===== src/design/board_pkg.sv =====
//////////////////////////////////////////////////////////////////////
// Widths, timing constants and seven-segment font for the board glue
// Segments are active low; bit 0 is segment a
//////////////////////////////////////////////////////////////////////
`default_nettype none

package board_pkg;

  //////////////////////////////////////////////////////////////////////
  // Data widths and types
  //////////////////////////////////////////////////////////////////////
  localparam int sample_w = 15;                 // DAC sample width
  localparam int track_w  = 8;                  // Floppy track number
  localparam int seg_w    = 7;                  // Segments per digit
  localparam int act_n    = 4;                  // Activity LEDs

  typedef logic signed [sample_w-1:0] sample_t; // Signed DAC sample
  typedef logic [track_w-1:0]         track_t;  // Track number
  typedef logic [seg_w-1:0]           seg_t;    // One digit, active low

  //////////////////////////////////////////////////////////////////////
  // Timing
  //////////////////////////////////////////////////////////////////////
  localparam int sync_stages    = 2;            // Switch synchronizer depth
  localparam int clk7_div       = 4;            // clk_28 cycles per 7 MHz tick
  localparam int clk7_cnt_w     = $clog2(clk7_div);
  localparam int clk7_cnt_rst   = 2;            // Divider start value, as on the board
  localparam int act_hold_ticks = 16;           // LED hold after last strobe
  localparam int act_cnt_w      = 5;            // Must hold act_hold_ticks

  //////////////////////////////////////////////////////////////////////
  // Hex font, gfedcba, low = segment on
  //////////////////////////////////////////////////////////////////////
  localparam seg_t seg_blank = '1;              // All segments off

  localparam seg_t seg_font [16] = '{
    7'h40, 7'h79, 7'h24, 7'h30,                 // 0 1 2 3
    7'h19, 7'h12, 7'h02, 7'h78,                 // 4 5 6 7
    7'h00, 7'h10, 7'h08, 7'h03,                 // 8 9 A b
    7'h46, 7'h21, 7'h06, 7'h0e                  // C d E F
  };

endpackage

`default_nettype wire

===== src/design/drive_activity_if.sv =====
//////////////////////////////////////////////////////////////////////
// Track number and FIFO strobes from the core; levels only, no ack
//////////////////////////////////////////////////////////////////////
`default_nettype none

interface drive_activity_if;
  import board_pkg::*;

  track_t track;                                // Current floppy track
  logic   floppy_fwr;                           // Floppy FIFO write
  logic   floppy_frd;                           // Floppy FIFO read
  logic   hd_fwr;                               // HD FIFO write
  logic   hd_frd;                               // HD FIFO read

  modport source (
    output track, floppy_fwr, floppy_frd, hd_fwr, hd_frd
  );

  modport sink (
    input  track, floppy_fwr, floppy_frd, hd_fwr, hd_frd
  );

endinterface

`default_nettype wire


===== src/design/board_glue_top.sv =====
//////////////////////////////////////////////////////////////////////
// 28 MHz board glue; all inputs are levels or one-cycle strobes
//////////////////////////////////////////////////////////////////////
`default_nettype none

module board_glue_top (
  input  wire                          clk_28,      // 28 MHz from PLL
  input  wire                          pll_locked,  // Async reset, active low
  input  wire                          sw_exchan,   // L/R exchange switch
  input  wire                          sw_mix,      // Centred mix switch
  input  board_pkg::sample_t           ldata,       // Left DAC sample
  input  board_pkg::sample_t           rdata,       // Right DAC sample
  input  board_pkg::track_t            track,       // Floppy track
  input  wire                          floppy_fwr,  // Floppy FIFO write
  input  wire                          floppy_frd,  // Floppy FIFO read
  input  wire                          hd_fwr,      // HD FIFO write
  input  wire                          hd_frd,      // HD FIFO read
  output board_pkg::sample_t           aud_left,    // To codec, left
  output board_pkg::sample_t           aud_right,   // To codec, right
  output board_pkg::seg_t              hex0,        // Track low digit
  output board_pkg::seg_t              hex1,        // Track high digit
  output logic [board_pkg::act_n-1:0]  led_act      // Drive activity LEDs
);

  logic exchan_s;                               // Synced switches
  logic mix_s;
  logic tick_7;                                 // 7 MHz enable

  drive_activity_if act_if ();

  // Source side of the activity bundle
  assign act_if.track      = track;
  assign act_if.floppy_fwr = floppy_fwr;
  assign act_if.floppy_frd = floppy_frd;
  assign act_if.hd_fwr     = hd_fwr;
  assign act_if.hd_frd     = hd_frd;

  //////////////////////////////////////////////////////////////////////
  // Modules
  //////////////////////////////////////////////////////////////////////
  board_sync board_sync_i (
    .clk_28     (clk_28),
    .pll_locked (pll_locked),
    .sw_exchan  (sw_exchan),
    .sw_mix     (sw_mix),
    .exchan_s   (exchan_s),
    .mix_s      (mix_s),
    .tick_7     (tick_7)
  );

  audio_channel_mixer audio_channel_mixer_i (
    .clk_28     (clk_28),
    .pll_locked (pll_locked),
    .exchan_s   (exchan_s),
    .mix_s      (mix_s),
    .ldata      (ldata),
    .rdata      (rdata),
    .aud_left   (aud_left),
    .aud_right  (aud_right)
  );

  drive_indicators drive_indicators_i (
    .clk_28     (clk_28),
    .pll_locked (pll_locked),
    .tick_7     (tick_7),
    .act        (act_if.sink),
    .hex0       (hex0),
    .hex1       (hex1),
    .led_act    (led_act)
  );

endmodule

`default_nettype wire


===== src/design/drive_indicators.sv =====
//////////////////////////////////////////////////////////////////////
// LED hold counts 7 MHz ticks, so off time jitters by up to 4 cycles
// led_act is {floppy_fwr, floppy_frd, hd_fwr, hd_frd}, MSB first
//////////////////////////////////////////////////////////////////////
`default_nettype none

module drive_indicators (
  input  wire                              clk_28,     // 28 MHz system clock
  input  wire                              pll_locked, // Async reset, active low
  input  wire                              tick_7,     // 7 MHz enable
  drive_activity_if.sink                   act,        // Track and FIFO strobes
  output board_pkg::seg_t                  hex0,       // Low track nibble
  output board_pkg::seg_t                  hex1,       // High track nibble
  output logic [board_pkg::act_n-1:0]      led_act     // Stretched activity
);
  import board_pkg::*;

  logic [act_n-1:0]                act_strb;    // Strobes, LED order
  logic [act_n-1:0][act_cnt_w-1:0] hold_cnt;    // Ticks left per LED

  //////////////////////////////////////////////////////////////////////
  // Track display
  //////////////////////////////////////////////////////////////////////
  always_ff @(posedge clk_28 or negedge pll_locked) begin
    if (!pll_locked) begin
      hex0 <= seg_blank;                        // Dark until first track
      hex1 <= seg_blank;
    end else begin
      hex0 <= seg_font[act.track[3:0]];         // Units digit
      hex1 <= seg_font[act.track[7:4]];         // Sixteens digit
    end
  end

  //////////////////////////////////////////////////////////////////////
  // Activity stretch
  //////////////////////////////////////////////////////////////////////
  assign act_strb = {act.floppy_fwr, act.floppy_frd, act.hd_fwr, act.hd_frd};

  always_ff @(posedge clk_28 or negedge pll_locked) begin
    if (!pll_locked) begin
      hold_cnt <= '0;
    end else begin
      for (int i = 0; i < act_n; i++) begin
        if (act_strb[i]) begin
          hold_cnt[i] <= act_cnt_w'(act_hold_ticks); // Strobe beats tick
        end else if (tick_7 && (hold_cnt[i] != '0)) begin
          hold_cnt[i] <= hold_cnt[i] - 1'b1;  // Count down to idle
        end
      end
    end
  end

  always_comb begin
    for (int i = 0; i < act_n; i++) begin
      led_act[i] = (hold_cnt[i] != '0);         // Lit while holding
    end
  end

endmodule

`default_nettype wire


===== src/design/audio_channel_mixer.sv =====
//////////////////////////////////////////////////////////////////////
// Swap then mix; 3/4 own + 1/4 other stays in range, no saturation
//////////////////////////////////////////////////////////////////////
`default_nettype none

module audio_channel_mixer (
  input  wire                clk_28,            // 28 MHz system clock
  input  wire                pll_locked,        // Async reset, active low
  input  wire                exchan_s,          // Swap left and right
  input  wire                mix_s,             // Centred mix
  input  board_pkg::sample_t ldata,             // Left DAC sample
  input  board_pkg::sample_t rdata,             // Right DAC sample
  output board_pkg::sample_t aud_left,          // Registered left
  output board_pkg::sample_t aud_right          // Registered right
);
  import board_pkg::*;

  sample_t xch_l;                               // After exchange
  sample_t xch_r;
  sample_t mix_l;                               // After mix
  sample_t mix_r;

  //////////////////////////////////////////////////////////////////////
  // Exchange
  //////////////////////////////////////////////////////////////////////
  assign xch_l = exchan_s ? rdata : ldata;
  assign xch_r = exchan_s ? ldata : rdata;

  //////////////////////////////////////////////////////////////////////
  // Centred mix
  //////////////////////////////////////////////////////////////////////
  always_comb begin
    if (mix_s) begin
      mix_l = xch_l - (xch_l >>> 2) + (xch_r >>> 2); // Arithmetic shifts
      mix_r = xch_r - (xch_r >>> 2) + (xch_l >>> 2);
    end else begin
      mix_l = xch_l;                            // Straight through
      mix_r = xch_r;
    end
  end

  //////////////////////////////////////////////////////////////////////
  // Output register
  //////////////////////////////////////////////////////////////////////
  always_ff @(posedge clk_28 or negedge pll_locked) begin
    if (!pll_locked) begin
      aud_left  <= '0;                          // Silence out of reset
      aud_right <= '0;
    end else begin
      aud_left  <= mix_l;
      aud_right <= mix_r;
    end
  end

endmodule

`default_nettype wire


===== src/design/board_sync.sv =====
//////////////////////////////////////////////////////////////////////
// Switches are async to clk_28; tick_7 is an enable, not a clock
//////////////////////////////////////////////////////////////////////
`default_nettype none

module board_sync (
  input  wire  clk_28,                          // 28 MHz system clock
  input  wire  pll_locked,                      // Async reset, active low
  input  wire  sw_exchan,                       // Raw L/R exchange switch
  input  wire  sw_mix,                          // Raw centred mix switch
  output logic exchan_s,                        // Synced exchange
  output logic mix_s,                           // Synced mix
  output logic tick_7                           // One cycle in clk7_div
);
  import board_pkg::*;

  logic [sync_stages-1:0][1:0] sync_q;          // Stage 0 samples the pins
  logic [clk7_cnt_w-1:0]       clk7_cnt;        // 7 MHz phase

  //////////////////////////////////////////////////////////////////////
  // Switch synchronizers
  //////////////////////////////////////////////////////////////////////
  always_ff @(posedge clk_28 or negedge pll_locked) begin
    if (!pll_locked) begin
      sync_q <= '0;
    end else begin
      sync_q[0] <= {sw_mix, sw_exchan};         // Metastable stage
      for (int i = 1; i < sync_stages; i++) begin
        sync_q[i] <= sync_q[i-1];
      end
    end
  end

  assign exchan_s = sync_q[sync_stages-1][0];
  assign mix_s    = sync_q[sync_stages-1][1];

  //////////////////////////////////////////////////////////////////////
  // 7 MHz divider
  //////////////////////////////////////////////////////////////////////
  always_ff @(posedge clk_28 or negedge pll_locked) begin
    if (!pll_locked) begin
      clk7_cnt <= clk7_cnt_w'(clk7_cnt_rst);    // First tick 2 cycles out
    end else if (tick_7) begin
      clk7_cnt <= '0;                           // Wrap at top
    end else begin
      clk7_cnt <= clk7_cnt + 1'b1;
    end
  end

  assign tick_7 = (clk7_cnt == clk7_cnt_w'(clk7_div - 1)); // Top value

endmodule

`default_nettype wire


===== config.mk =====
export PLATFORM = sky130hd
export DESIGN_NAME = board_glue_top
export DESIGN_NICKNAME = d
export VERILOG_FILES = /design/src/design/board_pkg.sv /design/src/design/drive_activity_if.sv /design/src/design/board_glue_top.sv /design/src/design/drive_indicators.sv /design/src/design/audio_channel_mixer.sv /design/src/design/board_sync.sv
export SDC_FILE = /design/constraint.sdc
export NUM_CORES = 1
export LEC_CHECK = 0
export BUFFER_PORTS_ARGS = -buffer_cell sky130_fd_sc_hd__buf_4
export CAP_MARGIN = 20
export CORE_AREA = 10 10 111 113
export DETAILED_ROUTE_END_ITERATION = 6
export DIE_AREA = 0 0 121 123
export GPL_TIMING_DRIVEN = 0
export MAX_ROUTING_LAYER = met4
export PLACE_DENSITY_LB_ADDON = 0.12
export SLEW_MARGIN = 0
export SYNTH_ARGS = -nofsm -noshare
export SYNTH_HDL_FRONTEND = slang
export SYNTH_SLANG_ARGS = --single-unit

===== constraint.sdc =====
create_clock -name clk_28 -period 4.5 [get_ports clk_28]
set_clock_uncertainty 0.15 [all_clocks]
set_input_delay 0.9 -clock clk_28 [delete_from_list [all_inputs] [get_ports clk_28]]
set_output_delay 0.9 -clock clk_28 [all_outputs]
set_load 0.1 [all_outputs]

==> impl_metrics.ini <==
[clock_tree]
cts_setup_buffers = 0
cts_tree = done
clock-root-buffer = clkbuf_8
cts-htree-levels = 3
cts_num_sinks = 70
clk_path_buf_depth = 2
clk_transition_reported_paths_ns = 0.08
hold_buffers = 0
numCtsBuffers = 9
clk_latency_ns = 0.36
post_cts_resized = 0

[flow_run]
max_cap_violations = 0

[detailed_routing]
drc = 0
finalWirelength_mm = 13.9
vias = 4733
wl_per_cell_um = 16.1
drtPass1Iterations = 6
antenna_left = 0
via_per_inst = 5.48
first_iter_violations = 282

[place]
dp_hpwl_mm = 11.3
place_inst = 848
numPortBuffers = 93
dp_slack_ns = 0.316
gp_congestion = 0.916

[floorplanning]
coreArea_mm2 = 0.0101
num_rows = 37
start_util = 0.570
io_pins = 94
die-width_um = 121
fp.dieH_um = 123
die-area_mm2 = 0.0149

[timing]
hold_violations = 0
worstMarginPinSlew_ns = 0.847
relSlewSlack = 0.435
worst_slack_ns = 0.263
maxSlewViolCount = 0
setup_viol = 0
hold_slack_ns = 0.205
fin_crit_ns = 4.24
finalSetupTns_ns = 0
rsz0062_at_grt = no
fmax_ghz = 0.236
period_share = 0.942

[synthesis]
syn_area_per_cell_um2 = 9.34
netlist_area_mm2 = 0.00578
synthesis.nets = 744
synth_edf_count = 0
ys_warn_count = 0
synth_seq_area_share = 0.306
ys_ff_latch = 70
synth_ff_type = dfrtp_1
ys_types = 56
async_flop_share = 1.00
netlist_instances = 619

[power]
p_leak_nw = 3.34
finalPower_mw = 3.29
peakVddDrop_v = 0.000244
p_per_area_mw_per_mm2 = 480

[worst_hold_path]
min_path_type = reg2reg

[cells_and_area]
fillCellCount = 853
drive_gt1_frac = 0.225
layout.area.seq_mm2 = 0.00177
antenna_cells = 0
nets = 848
area_growth_pct = 18.6
instances_no_fill = 864
multi_input_area_mm2 = 0.00357

[global_route]
grt_overflow = 0
grt_max_degree = 71
grt_usage = 0.192
grt_pass1_vias = 4742
antenna_found_initial = 0
grt_first_pass_wirelength_mm = 22.7

[setup_path]
cp-start-kind = flip-flop
cp-end-kind = flip-flop
critical_path_required_ns = 4.60
worstPathArrival_ns = 4.34
critPathKind = reg2reg
path_max_fanout = 10

[run_status]
status = finished clean
final cells by class:
type / instances / share of cell area
multi-input cells: 433 / 0.520
flip-flops and latches: 70 / 0.258
repair buffers: 93 / 0.102
inverters: 97 / 0.0531
well taps: 136 / 0.0248
clock buffers: 9 / 0.0181
clock inverters: 7 / 0.0119
plain buffers: 19 / 0.0119
worst paths after layout:
| kind | startpoint | cells after the start | endpoint | slack (ns) |
|---|---|---|---|---|
| worst max-delay path | board_sync_i.exchan_s | 12 | audio_channel_mixer_i.aud_right[14] | 0.26 |
| worst min-delay path | board_sync_i.sync_q[1] | 0 | board_sync_i.mix_s | 0.20 |
| worst max register to register | board_sync_i.exchan_s | 12 | audio_channel_mixer_i.aud_right[14] | 0.26 |
| worst min register to register | board_sync_i.sync_q[1] | 0 | board_sync_i.mix_s | 0.20 |
| max in group asynchronous | pll_locked | 1 | board_sync_i.sync_q[0] | 3.16 |
| min in group asynchronous | pll_locked | 1 | drive_indicators_i.hold_cnt[19] | 0.49 |
flip-flops by register name, indices dropped and copies added (netlist names):
register / flops
drive_indicators_i.hex0: 7
board_sync_i.exchan_s: 1
board_sync_i.mix_s: 1
board_sync_i.sync_q: 2
audio_channel_mixer_i.aud_right: 15
drive_indicators_i.hold_cnt: 20
drive_indicators_i.hex1: 7
audio_channel_mixer_i.aud_left: 15
board_sync_i.clk7_cnt: 2
report_power, final:
group	internal [mW]	total, mW	switching (mW)
Clock	0.264	0.541	0.277
Combinational	0.567	1.96	1.39
Sequential	0.746	0.788	0.0424
Total	1.58	3.29	1.71
routing by layer:
layer  vias up  global-route usage  wire length, um
li1       2305                   -                -
met1      2278               0.230             5940
met2       130               0.324             6970
met3        20              0.0369              763
met4         0              0.0535              211
met5         -                   -                0
critical path: stages (launching register included):
cell     delay [ns]
dfrtp_1        0.41
buf_2          0.31
buf_2          0.36
mux2i_1        0.54
inv_1          0.13
fa_1           0.53
inv_1          0.05
ha_1           0.34
nor2b_1        0.17
o31a_1         0.31
o31ai_1        0.41
a21oi_1        0.13
o31a_1         0.29
cell usage in the layout, fill, tap and decap left out, types with 4 or more instances in the layout:
master,n
nand3_1,9
a22o_1,4
xor2_1,16
nand2_1,24
mux2_2,24
nor4_1,7
clkbuf_1,11
clkbuf_8,9
a21oi_1,42
o31a_1,5
or4b_1,4
or3_1,8
buf_2,7
nor2_1,67
o31ai_1,5
dfstp_2,15
o21ai_0,22
a211oi_1,5
ha_1,52
inv_1,96
nand2b_1,4
nor3_1,4
dfrtp_1,55
buf_4,93
and3_1,4
a21o_1,7
xnor2_1,18
o22ai_1,4
fa_1,27
mux2i_1,24
synth_stat cells, types with 4 or more instances:
library cell  count  area share
o21ai_0          22       0.019
a21o_1            7      0.0091
a21oi_1          42       0.036
xnor2_1          18       0.027
a211oi_1          5      0.0065
buf_2             7      0.0061
o22ai_1           4      0.0043
nor4_1            7      0.0076
inv_1            96       0.062
nand2_1          24       0.016
ha_1             52        0.11
dfrtp_1          55        0.24
fa_1             27       0.093
o31a_1            5      0.0076
and3_1            4      0.0043
nor3_1            4      0.0035
xor2_1           16       0.024
or3_1             8      0.0087
nand3_1           9      0.0078
mux2_2           24       0.047
dfstp_2          15       0.068
o31ai_1           5      0.0065
mux2i_1          24       0.042
or4b_1            4      0.0069
clkbuf_1         11      0.0071
nor2_1           67       0.043
nand2b_1          4      0.0043
a22o_1            4      0.0061
through the flow:
step                utilization  instance area, um^2
global route              0.676                 6860
detailed placement        0.656                 6650
finish                    0.676                 6860
floorplan                     -                 5780
CTS                       0.676                 6860
global placement          0.656                 6650
cell families after synthesis:
kind of cell    synth area share
compound gates             0.138
mux                       0.0961
buf+inv                   0.0770
flops                      0.306
simple gates               0.125
fa+ha+maj                  0.206
xor+xnor                  0.0515
Note: power is estimated with default switching activity, not from simulation.
